<file path="config.mk">
export PLATFORM = sky130hd
export DESIGN_NAME = sb_tx_top
export DESIGN_NICKNAME = d
export VERILOG_FILES = /design/src/verilog/sb_pkg.sv /design/src/verilog/sb_tx_top.sv /design/src/verilog/sb_symbol_timer.sv /design/src/verilog/sb_symbol_fifo.sv /design/src/verilog/sb_txn_sequencer.sv
export SDC_FILE = /design/constraint.sdc
export NUM_CORES = 1
export LEC_CHECK = 0
export BUFFER_PORTS_ARGS = -buffer_cell sky130_fd_sc_hd__buf_2
export CAP_MARGIN = 5
export CORE_UTILIZATION = 58
export DETAILED_ROUTE_END_ITERATION = 12
export PLACE_DENSITY = 0.75
export SETUP_SLACK_MARGIN = 0.15
export SYNTH_ARGS = -nofsm -noshare
export SYNTH_HDL_FRONTEND = slang
export SYNTH_SLANG_ARGS = --single-unit
export TNS_END_PERCENT = 20
</file>
<file path="constraint.sdc">
create_clock -name sb_clk -period 2.4 [get_ports sb_clk]
set_input_delay 0.36 -clock sb_clk [delete_from_list [all_inputs] [get_ports sb_clk]]
set_output_delay 0.36 -clock sb_clk [all_outputs]
set_load 0.1 [all_outputs]
</file>
<file path="src/verilog/sb_pkg.sv">
package sb_pkg;

    // Line symbol geometry
    localparam int SYMBOL_BITS = 10;                  // Start, payload byte, stop
    localparam int SYMBOL_HOLD = 10;                  // sb_clk cycles per symbol

    // Payload codes
    localparam logic [7:0] DLE_SYM     = 8'hFE;
    localparam logic [7:0] STX_CMD_SYM = 8'h05;       // Command frame
    localparam logic [7:0] STX_RSP_SYM = 8'h04;       // Response frame
    localparam logic [7:0] LSE_SYM     = 8'h80;
    localparam logic [7:0] CLSE_SYM    = 8'h7F;       // Complement of LSE
    localparam logic [7:0] ETX_SYM     = 8'h40;

    // Fixed fields of a read
    localparam logic [7:0] READ_ADDR = 8'h4E;
    localparam logic [7:0] READ_LEN  = 8'h03;         // Three data bytes

    // Line levels outside a transaction
    localparam logic [SYMBOL_BITS-1:0] LINE_IDLE = {SYMBOL_BITS{1'b1}};
    localparam logic [SYMBOL_BITS-1:0] LINE_DISC = {SYMBOL_BITS{1'b0}};

    typedef enum logic [2:0] {
        TXN_NONE     = 3'd0,
        TXN_READ_CMD = 3'd2,
        TXN_READ_RSP = 3'd3,
        TXN_TRAIN    = 3'd4
    } txn_sel_e;

    typedef enum logic [1:0] {
        LINK_DISC = 2'd0,
        LINK_IDLE = 2'd1,
        LINK_BUSY = 2'd2
    } link_state_e;

    // Sequencer states, one per symbol slot
    typedef enum logic [3:0] {
        ST_DISC   = 4'd0,
        ST_IDLE   = 4'd1,
        ST_DLE1   = 4'd2,
        ST_STX    = 4'd3,
        ST_ADDR   = 4'd4,
        ST_LEN    = 4'd5,
        ST_DATA   = 4'd6,
        ST_CRC_LO = 4'd7,
        ST_CRC_HI = 4'd8,
        ST_DLE2   = 4'd9,
        ST_ETX    = 4'd10,
        ST_LSE    = 4'd11,
        ST_CLSE   = 4'd12
    } seq_state_e;

    typedef struct packed {
        logic [SYMBOL_BITS-1:0] symbol;               // Framed line symbol
        logic                   crc_en;               // Symbol covered by CRC
        logic                   crc_sel;              // CRC byte slot
        logic                   last;                 // Final symbol of transaction
    } sym_entry_t;

    function automatic logic [SYMBOL_BITS-1:0] frame_byte(input logic [7:0] payload);
        return {1'b1, payload, 1'b0};                 // Start high, stop low
    endfunction

endpackage
</file>
<file path="src/verilog/sb_tx_top.sv">
`timescale 1ns/1ps

module sb_tx_top #(
    parameter int FIFO_DEPTH = 4
) (
    input  logic                sb_clk,
    input  logic                rst,
    input  logic [23:0]         sb_read,
    input  sb_pkg::txn_sel_e    trans_sel,
    input  logic                disconnect_sbtx,
    input  logic                tdisconnect_tx_min,
    output logic [9:0]          trans,
    output sb_pkg::link_state_e trans_state,
    output logic                crc_en,
    output logic                sbtx_sel,
    output logic                trans_sent,
    output logic                disconnected
);

    logic                push;
    logic                pop;
    logic                full;
    logic                empty;
    sb_pkg::sym_entry_t  wr_entry;                    // Sequencer to FIFO
    sb_pkg::sym_entry_t  rd_entry;                    // FIFO head to timer
    sb_pkg::link_state_e link_state;

    sb_txn_sequencer u_seq (
        .sb_clk             (sb_clk),
        .rst                (rst),
        .sb_read            (sb_read),
        .trans_sel          (trans_sel),
        .disconnect_sbtx    (disconnect_sbtx),
        .tdisconnect_tx_min (tdisconnect_tx_min),
        .full               (full),
        .push               (push),
        .wr_entry           (wr_entry),
        .link_state         (link_state),
        .disconnected       (disconnected)
    );

    sb_symbol_fifo #(
        .DEPTH (FIFO_DEPTH)
    ) u_fifo (
        .sb_clk   (sb_clk),
        .rst      (rst),
        .push     (push),
        .wr_entry (wr_entry),
        .pop      (pop),
        .rd_entry (rd_entry),
        .full     (full),
        .empty    (empty)
    );

    sb_symbol_timer u_timer (
        .sb_clk      (sb_clk),
        .rst         (rst),
        .rd_entry    (rd_entry),
        .empty       (empty),
        .link_state  (link_state),
        .pop         (pop),
        .trans       (trans),
        .crc_en      (crc_en),
        .sbtx_sel    (sbtx_sel),
        .trans_sent  (trans_sent),
        .trans_state (trans_state)
    );

endmodule

</file>
<file path="src/verilog/sb_symbol_timer.sv">
`timescale 1ns/1ps

module sb_symbol_timer (
    input  logic                sb_clk,
    input  logic                rst,
    input  sb_pkg::sym_entry_t  rd_entry,             // FIFO head on the line
    input  logic                empty,
    input  sb_pkg::link_state_e link_state,
    output logic                pop,
    output logic [9:0]          trans,
    output logic                crc_en,
    output logic                sbtx_sel,
    output logic                trans_sent,
    output sb_pkg::link_state_e trans_state
);

    localparam int CNT_W = $clog2(sb_pkg::SYMBOL_HOLD);
    localparam logic [CNT_W-1:0] LAST_CNT = CNT_W'(sb_pkg::SYMBOL_HOLD - 1);

    logic             busy_q;                         // Head entry is being sent
    logic [CNT_W-1:0] cnt_q;                          // Hold cycle index
    logic             hold_done;

    assign hold_done = busy_q && !empty && (cnt_q == LAST_CNT);
    assign pop       = hold_done;                     // Release at end of hold

    // Line outputs, idle level from the registered link state
    always_comb begin
        if (busy_q) begin
            trans = rd_entry.symbol;
        end else if (trans_state == sb_pkg::LINK_DISC) begin
            trans = sb_pkg::LINE_DISC;
        end else begin
            trans = sb_pkg::LINE_IDLE;
        end
    end

    assign crc_en   = busy_q && rd_entry.crc_en;
    assign sbtx_sel = busy_q && rd_entry.crc_sel;     // Outer CRC mux select

    always_ff @(posedge sb_clk or negedge rst) begin
        if (!rst) begin
            busy_q      <= 1'b0;
            cnt_q       <= '0;
            trans_sent  <= 1'b0;
            trans_state <= sb_pkg::LINK_DISC;
        end else begin
            trans_state <= link_state;
            trans_sent  <= hold_done && rd_entry.last; // One cycle after last hold
            if (!busy_q) begin
                if (!empty) begin
                    busy_q <= 1'b1;                   // Load head entry
                    cnt_q  <= '0;
                end
            end else if (!empty) begin
                if (cnt_q == LAST_CNT) begin
                    cnt_q <= '0;
                    if (rd_entry.last) begin
                        busy_q <= 1'b0;               // Transaction done, go free
                    end
                end else begin
                    cnt_q <= cnt_q + 1'b1;
                end
            end
        end
    end

    a_sent_pulse: assert property (@(posedge sb_clk) disable iff (!rst)
        trans_sent |=> !trans_sent)
        else $error("trans_sent high for more than one cycle");

endmodule

</file>
<file path="src/verilog/sb_symbol_fifo.sv">
`timescale 1ns/1ps

module sb_symbol_fifo #(
    parameter int DEPTH = 4
) (
    input  logic               sb_clk,
    input  logic               rst,
    input  logic               push,
    input  sb_pkg::sym_entry_t wr_entry,
    input  logic               pop,
    output sb_pkg::sym_entry_t rd_entry,              // Head entry
    output logic               full,
    output logic               empty
);

    localparam int PTR_W = (DEPTH > 1) ? $clog2(DEPTH) : 1;
    localparam int CNT_W = $clog2(DEPTH + 1);

    sb_pkg::sym_entry_t mem [DEPTH];
    logic [PTR_W-1:0]   wr_ptr;
    logic [PTR_W-1:0]   rd_ptr;
    logic [CNT_W-1:0]   count;                        // Occupancy

    assign rd_entry = mem[rd_ptr];
    assign full     = (count == CNT_W'(DEPTH));
    assign empty    = (count == '0);

    always_ff @(posedge sb_clk) begin
        if (push) begin
            mem[wr_ptr] <= wr_entry;
        end
    end

    always_ff @(posedge sb_clk or negedge rst) begin
        if (!rst) begin
            wr_ptr <= '0;
            rd_ptr <= '0;
            count  <= '0;
        end else begin
            if (push) begin
                wr_ptr <= (wr_ptr == PTR_W'(DEPTH - 1)) ? '0 : wr_ptr + 1'b1; // Wrap
            end
            if (pop) begin
                rd_ptr <= (rd_ptr == PTR_W'(DEPTH - 1)) ? '0 : rd_ptr + 1'b1;
            end
            case ({push, pop})
                2'b10:   count <= count + 1'b1;
                2'b01:   count <= count - 1'b1;
                default: count <= count;              // Both or neither
            endcase
        end
    end

    a_no_overflow: assert property (@(posedge sb_clk) disable iff (!rst)
        full |-> !push)
        else $error("push into full symbol FIFO");

    a_no_underflow: assert property (@(posedge sb_clk) disable iff (!rst)
        empty |-> !pop)
        else $error("pop from empty symbol FIFO");

endmodule

</file>
<file path="src/verilog/sb_txn_sequencer.sv">
`timescale 1ns/1ps

module sb_txn_sequencer (
    input  logic                sb_clk,
    input  logic                rst,
    input  logic [23:0]         sb_read,              // Read data, low byte first
    input  sb_pkg::txn_sel_e    trans_sel,
    input  logic                disconnect_sbtx,
    input  logic                tdisconnect_tx_min,
    input  logic                full,                 // FIFO back-pressure
    output logic                push,
    output sb_pkg::sym_entry_t  wr_entry,
    output sb_pkg::link_state_e link_state,
    output logic                disconnected
);

    sb_pkg::seq_state_e state_q;                      // Current symbol slot
    sb_pkg::seq_state_e state_d;
    sb_pkg::seq_state_e sym_next;                     // Slot after a push
    sb_pkg::txn_sel_e   sel_q;                        // Latched request
    logic [23:0]        read_q;                       // Latched response data
    logic [1:0]         byte_idx_q;                   // Data byte in flight
    logic [7:0]         data_byte;
    logic               req_ok;
    logic               take;                         // Request accepted
    logic               in_txn;

    assign req_ok = trans_sel inside {sb_pkg::TXN_READ_CMD, sb_pkg::TXN_READ_RSP,
                                      sb_pkg::TXN_TRAIN};
    assign take   = (state_q == sb_pkg::ST_IDLE) && !disconnect_sbtx && req_ok;
    assign in_txn = (state_q != sb_pkg::ST_DISC) && (state_q != sb_pkg::ST_IDLE);
    assign push   = in_txn && !full;                  // One entry per free cycle

    always_comb begin
        case (byte_idx_q)
            2'd0:    data_byte = read_q[7:0];         // Low byte goes first
            2'd1:    data_byte = read_q[15:8];
            default: data_byte = read_q[23:16];
        endcase
    end

    // Entry for the current slot and the slot that follows it
    always_comb begin
        wr_entry = '0;
        sym_next = state_q;
        case (state_q)
            sb_pkg::ST_DLE1: begin
                wr_entry.symbol = sb_pkg::frame_byte(sb_pkg::DLE_SYM);
                sym_next = (sel_q == sb_pkg::TXN_TRAIN) ? sb_pkg::ST_LSE : sb_pkg::ST_STX;
            end
            sb_pkg::ST_STX: begin
                wr_entry.symbol = sb_pkg::frame_byte((sel_q == sb_pkg::TXN_READ_CMD) ?
                                                     sb_pkg::STX_CMD_SYM :
                                                     sb_pkg::STX_RSP_SYM);
                wr_entry.crc_en = 1'b1;               // CRC starts at STX
                sym_next = sb_pkg::ST_ADDR;
            end
            sb_pkg::ST_ADDR: begin
                wr_entry.symbol = sb_pkg::frame_byte(sb_pkg::READ_ADDR);
                wr_entry.crc_en = 1'b1;
                sym_next = sb_pkg::ST_LEN;
            end
            sb_pkg::ST_LEN: begin
                wr_entry.symbol = sb_pkg::frame_byte(sb_pkg::READ_LEN);
                wr_entry.crc_en = 1'b1;
                sym_next = (sel_q == sb_pkg::TXN_READ_RSP) ? sb_pkg::ST_DATA :
                                                             sb_pkg::ST_CRC_LO;
            end
            sb_pkg::ST_DATA: begin
                wr_entry.symbol = sb_pkg::frame_byte(data_byte);
                wr_entry.crc_en = 1'b1;
                if (byte_idx_q == 2'd2) begin         // Third byte done
                    sym_next = sb_pkg::ST_CRC_LO;
                end
            end
            sb_pkg::ST_CRC_LO: begin
                wr_entry.crc_sel = 1'b1;              // Outer mux inserts CRC
                sym_next = sb_pkg::ST_CRC_HI;
            end
            sb_pkg::ST_CRC_HI: begin
                wr_entry.crc_sel = 1'b1;
                sym_next = sb_pkg::ST_DLE2;
            end
            sb_pkg::ST_DLE2: begin
                wr_entry.symbol = sb_pkg::frame_byte(sb_pkg::DLE_SYM);
                sym_next = sb_pkg::ST_ETX;
            end
            sb_pkg::ST_ETX: begin
                wr_entry.symbol = sb_pkg::frame_byte(sb_pkg::ETX_SYM);
                wr_entry.last = 1'b1;
                sym_next = sb_pkg::ST_IDLE;
            end
            sb_pkg::ST_LSE: begin
                wr_entry.symbol = sb_pkg::frame_byte(sb_pkg::LSE_SYM);
                sym_next = sb_pkg::ST_CLSE;
            end
            sb_pkg::ST_CLSE: begin
                wr_entry.symbol = sb_pkg::frame_byte(sb_pkg::CLSE_SYM);
                wr_entry.last = 1'b1;                 // Training ends here
                sym_next = sb_pkg::ST_IDLE;
            end
            default: begin
                sym_next = state_q;                   // DISC and IDLE push nothing
            end
        endcase
    end

    always_comb begin
        state_d = state_q;
        case (state_q)
            sb_pkg::ST_DISC: begin
                if (!disconnect_sbtx && tdisconnect_tx_min) begin
                    state_d = sb_pkg::ST_IDLE;
                end
            end
            sb_pkg::ST_IDLE: begin
                if (disconnect_sbtx) begin
                    state_d = sb_pkg::ST_DISC;
                end else if (take) begin
                    state_d = sb_pkg::ST_DLE1;
                end
            end
            default: begin
                if (push) begin
                    state_d = sym_next;               // Full stalls the slot
                end
            end
        endcase
    end

    always_comb begin
        case (state_q)
            sb_pkg::ST_DISC: link_state = sb_pkg::LINK_DISC;
            sb_pkg::ST_IDLE: link_state = sb_pkg::LINK_IDLE;
            default:         link_state = sb_pkg::LINK_BUSY;
        endcase
    end

    always_ff @(posedge sb_clk or negedge rst) begin
        if (!rst) begin
            state_q      <= sb_pkg::ST_DISC;
            sel_q        <= sb_pkg::TXN_NONE;
            byte_idx_q   <= 2'd0;
            disconnected <= 1'b1;
        end else begin
            state_q      <= state_d;
            disconnected <= (state_q == sb_pkg::ST_DISC); // Lags state by a cycle
            if (take) begin
                sel_q      <= trans_sel;
                byte_idx_q <= 2'd0;
            end else if (push && state_q == sb_pkg::ST_DATA) begin
                byte_idx_q <= byte_idx_q + 2'd1;
            end
        end
    end

    always_ff @(posedge sb_clk) begin
        if (take) begin
            read_q <= sb_read;                        // Sampled with the request
        end
    end

    a_sel_legal: assert property (@(posedge sb_clk) disable iff (!rst)
        in_txn |-> sel_q inside {sb_pkg::TXN_READ_CMD, sb_pkg::TXN_READ_RSP,
                                 sb_pkg::TXN_TRAIN})
        else $error("sequencer running with illegal latched code %0d", sel_q);

endmodule

</file>
# --- Word level (Yosys, flattened, before mapping) ---
# Memory sizes are Yosys's and may differ from the RTL's.
# Index checks and enable logic that the tools add are counted.
word_totals:
  reg_bits: 49
  ramBits: 52
  memories: 1
  out_inout_bits: 16
  elab_cells: 112
op_classes:
  addsub: 6
  n_reduce_logical: 29
  eq_ne: 30
  mux: 34
memory_table:
  columns: ["name", "words", "width", "rd", "rd_ports_with_merged_regs", "write_ports", "line_no", "source"]
  rows:
  - ["u_fifo.mem", 4, 13, 1, 0, 1, "sb_symbol_fifo.sv:19", "sb_pkg::sym_entry_t mem [DEPTH];"]
ops:
  columns: ["op", "count"]
  rows:
  - ["10-bit one-hot mux with 8 select lines", 1]
  - ["4-bit two-way mux", 10]
  - ["4-bit one-hot mux with 10 select lines", 1]
  - ["4-bit == test (second input constant)", 6]
  - ["10-bit two-way mux", 2]
  - ["4-bit by 3-bit == test with 1-bit output (second input constant)", 4]
  - ["8-bit one-hot mux with 2 select lines", 1]
  - ["3-bit by 2-bit == test with 1-bit output (second input constant)", 4]
  - ["1-bit two-way mux", 12]
  - ["12-bit nonzero test", 1]
  - ["1-bit logical AND", 11]
  - ["3-bit == test (second input constant)", 3]
  - ["2-bit == test (second input constant)", 4]
  - ["4-bit by 2-bit == test with 1-bit output (second input constant)", 2]
  - ["2-bit two-way mux", 4]
  - ["4-bit by 1-bit != test with 1-bit output (second input constant)", 2]
  - ["4-bit one-hot mux with 2 select lines", 1]
  - ["2-bit by 1-bit adder with 2-bit output (second input constant)", 3]
  - ["3-bit one-hot mux with 2 select lines", 1]
  - ["3-bit nonzero test", 2]
  - ["2-bit OR reduction", 3]
  - ["5-bit AND reduction", 1]
  - ["4-bit by 1-bit adder with 4-bit output (second input constant)", 1]
  - ["2-bit by 1-bit == test with 1-bit output (second input constant)", 2]
  - ["other kinds (13)", 17]

# --- Depth between registers and ports, before layout ---
logic_depth:
  word_depth: 6
  ltp_mapped: 10
  mapped_depth_nobuf: 10

# --- Modules after synthesis ---
# A second synthesis with hierarchy kept.
hier_totals:
  cells_unflattened: 330
  hier_area_um2: 4626.9
modules_own_cells:
  columns: ["mod", "area_per_inst_um2", "n_inst", "cells_each"]
  rows:
  - ["sb_symbol_fifo", 2324.7, 1, 106]
  - ["sb_txn_sequencer", 1821.7, 1, 166]
  - ["sb_symbol_timer", 480.5, 1, 58]

# --- Worst setup path after synthesis ---
# No wires, ideal clock.
synth_timing:
  path_type: "reg2out"
  startpoint: "reg u_timer.trans_state[1]"
  endpoint: "out trans[1]"
  stages_incl_launch_ff: 3
  arrival_time_ps: 2013
  path_slack_ps: 27
  path_buffers: 0
  path_cell_list: "dfrtp_1 o21ai_1 nand2_1"
synth_via:
  elab_chain_cells: 3
synth_rtl:
  columns: ["item", "line_no", "source"]
  rows:
  - ["from (decl)", "sb_symbol_timer.sv:14", "output sb_pkg::link_state_e trans_state"]
  - ["from (signal assigned)", "sb_symbol_timer.sv:46", "trans_state <= sb_pkg::LINK_DISC;"]
  - ["from (signal assigned)", "sb_symbol_timer.sv:48", "trans_state <= link_state;"]
  - ["2-bit logical NOT", "sb_symbol_timer.sv:31", "end else if (trans_state == sb_pkg::LINK_DISC) begin"]
  - ["10-bit two-way mux", "sb_symbol_timer.sv:31", null]
  - ["10-bit two-way mux", "sb_symbol_timer.sv:29", "if (busy_q) begin"]
  - ["to (decl)", "sb_tx_top.sv:12", "output logic [9:0] trans,"]
# Every way passes these cells.

# --- Worst setup path in the final report ---
layout_timing:
  startpoint: "reg u_fifo.rd_ptr[0]"
  endpoint: "out trans[5]"
layout_via:
  elab_chain_cells: 2
layout_rtl:
  columns: ["item", "line_no", "source"]
  rows:
  - ["from (decl)", "sb_symbol_fifo.sv:21", "logic [PTR_W-1:0] rd_ptr;"]
  - ["from (signal assigned)", "sb_symbol_fifo.sv:44", "rd_ptr <= (rd_ptr == PTR_W'(DEPTH - 1)) ? '0 : rd_ptr + 1'b1;"]
  - ["memory read 4 x 13 bit", null, null]
  - ["10-bit two-way mux", "sb_symbol_timer.sv:29", null]
# Every way passes these cells.

==> results by group <==
Flow run
  • Max-cap violations: 0

Setup path
  • CP Capture Type: output port
  • FF-to-FF path depth: 10
  • CP max FO: 10
  • Crit Path Class: flip-flop to output port
  • Slack of the worst reg-to-reg path: around 0.25 ns
  • Startpoint type of the worst setup path: flip-flop
  • CP arrival: ~1.8 ns
  • CP required: about 2.0 ns

Detailed routing
  • First DRT Iteration DRCs: 169
  • Pre-antenna DRT Iters: 5
  • Vias per cell: 5.62
  • WL final: just under 8000 um
  • ANT nets after route: 0
  • Remaining DRCs: 0
  • Vias: roughly 2800
  • Drt wl/cell: about 16 um

Floorplan
  • # IOs: 47
  • Chip width: around 89 um
  • Initial Util: 60.1%
  • Chip Height: 88.7 um
  • Placement Rows: 31
  • Core box area: between 0.007 and 0.008 mm^2
  • Die area: just under 0.008 mm^2

Global routing
  • Grt ovf: 0
  • Largest net degree at the start of global routing: 26
  • Gr usage total: between 20 and 25%
  • Initial antenna violation count: 0
  • Vias in the first global route: approximately 2700
  • Global-route wire length before repair: 12700 um

Synthesis
  • Synth Flop Type: edfxtp_1
  • Largest cells by area after synthesis: edfxtp_1 (50%), dfrtp_1 (14%), mux4_2 (6.2%)
  • Post-synthesis async set-or-reset flop share: between 20% and 30%
  • Most frequent cell after synthesis: edfxtp_1
  • Synth Cell Area: between 0.004 and 0.005 mm^2
  • Leading cell types by count after synthesis: edfxtp_1 (72), nand2_1 (37), dfrtp_1 (24)
  • Synth Net Count: between 300 and 400
  • Sequential fraction of the synthesis area: between 60% and 70%
  • Cell taking the most area after synthesis: edfxtp_1
  • Post-synthesis register bit count: between 90 and 100
  • Yosys cell types: between 50 and 60
  • Synth top area share: roughly half
  • Synth warn: 0
  • Syn Inst Count: about 320
  • Syn Area/Cell: 13.5 um^2
  • Post-synth EDFFs: between 70 and 80

CTS
  • TritonCTS clock tree: yes
  • CTS sink cnt: 97
  • H-tree Lvls: 3
  • Clock Path Buffers: 2
  • Clk slew on worst S/H paths: 0.10 ns
  • Clock latency on the worst-skew pair: around 0.36 ns
  • Root buf cell: clkbuf_8
  • CTS Buf Count: 9

Final layout
  • Layout Nets: 429
  • N_diodes: 0
  • Area growth syn-to-layout: 14.7%
  • Layout cells sized above 1: 27.6%

Min path
  • Hold WC Path Type: primary input to flip-flop
  • Hold Path Cell Cnt: 1

STA
  • Post-Route Setup TNS: 0 ns
  • Max frequency: 0.456 GHz
  • Final worst slack: 0.207 ns
  • RSZ-0062 raised after global routing: yes
  • Setup Skew: around 0.011 ns
  • Max-slew violations: 0
  • Final setup viols: 0
  • Worst-Margin Slew: around 0.55 ns
  • Period utilization: about nine tenths
  • Tmin final: about 2.2 ns
  • Slew margin rel.: 62.9%
  • Final hold vios: 0

Status
  • Status: finished, final reports clean

Placement
  • Pre-CTS setup slack: roughly 0.21 ns
  • Port bufs: 46
  • Final HPWL DP: between 5000 and 6000 um
  • Routability cong.: 0.908
## path summary, 6_finish.rpt
check,start,end
setup / recovery,u_fifo.rd_ptr[0]$_DFFE_PN0P_,trans[5]
hold / removal,sb_read[5],u_seq.read_q[5]$_DFFE_PP_
setup reg to reg,u_timer.cnt_q[1]$_DFFE_PN0N_,u_fifo.count[2]$_DFFE_PN0P_
hold reg to reg,u_timer.cnt_q[3]$_DFFE_PN0N_,u_timer.cnt_q[3]$_DFFE_PN0N_
max in group asynchronous,rst,u_fifo.rd_ptr[1]$_DFFE_PN0P_
min in group asynchronous,rst,u_seq.sel_q[2]$_DFFE_PN0P_
## critical path, cell delays in order, from the launching register on
cell	delay (ns)
dfrtp_1	0.38
buf_6	0.18
mux4_2	0.50
nand2_1	0.08
nand2_1	0.04
buf_2	0.29
## cells by family (layout without fill, tap and decap cells)
logic type | count (synthesis) | after routing | synth area share, %
flip-flops | 97 | 97 | 64.0
AND/OR/NAND/NOR | 90 | 90 | 10.1
AO/OA/AOI/OAI | 69 | 69 | 10.3
buffers and inverters | 34 | 101 | 3.44
multiplexers | 17 | 17 | 7.55
adder cells (fa/ha/maj) | 12 | 12 | 3.62
XOR/XNOR | 5 | 5 | 1.00
## final cells by class
type | instances | area, um^2
Clock buffer | 9 | 124
Clock inverter | 7 | 53.8
Fill cell | 505 | 2250
Inverter | 19 | 71.3
Multi-Input combinational cell | 193 | 1430
Sequential cell | 97 | 2790
Tap cell | 99 | 124
Timing Repair Buffer | 66 | 409
## stage by stage
| step | hold slack [ns] | utilization [%] | instances | instance area (um^2) |
|---|---|---|---|---|
| 4_1_cts | 0.149 | 68.2 | 487 | 4950 |
| 5_1_grt | 0.146 | 69.0 | 490 | 5000 |
| 6_report | 0.170 | 69.0 | 490 | 5000 |
| 3_5_place_dp | 0.383 | 65.6 | 470 | 4760 |
| 3_3_place_gp | 0.386 | 65.6 | 470 | 4760 |
| 2_1_floorplan | 0.0644 | - | 324 | 4360 |
## layout by cell type, fill, tap and decap left out, types with 4 or more instances in the layout
master	n
ha_1	10
nor3_1	6
nand3_1	7
dfrtp_1	23
edfxtp_1	72
o21ai_0	5
a22oi_1	5
nand2_1	37
o22ai_1	4
mux4_2	12
inv_1	16
o21ai_1	17
clkbuf_8	9
nor2_1	16
a21oi_1	16
buf_4	26
and3_1	4
buf_2	37
## flip-flops by register name (all words and copies together), names as in the netlist
signal and count:
u_seq.read_q 24, u_fifo.mem 48, u_fifo.wr_ptr 2, u_timer.trans_sent 1, u_fifo.rd_ptr 2, u_seq.sel_q 3, u_fifo.count 3, u_timer.cnt_q 4
u_timer.trans_state 2, u_seq.byte_idx_q 2, u_seq.state_q 4, u_seq.disconnected 1, u_timer.busy_q 1
## routing by layer
| layer | vias to the layer above | global-route usage [%] | share of wire [%] |
|---|---|---|---|
| li1 | 1327 | - | - |
| met2 | 72 | 36.8 | 51 |
| met1 | 1348 | 29.2 | 44 |
| met4 | 0 | 9.97 | 0.78 |
| met3 | 6 | 4.01 | 3.5 |
| met5 | - | 0 | 0 |
## repair_timing
| item | CTS | global route |
|---|---|---|
| hold endpoints to repair | 24 | 0 |
| hold buffers | 1 | 0 |
| cloned | 0 | 0 |
| resized for setup | 3 | 17 |
| setup endpoints to repair | 11 | 12 |
| pin swaps | 0 | 3 |
| setup buffers | 0 | 3 |
Power is left out: the tool's default activity adds up to more than one toggle a clock period on the data nets, which glitch-free logic cannot reach.
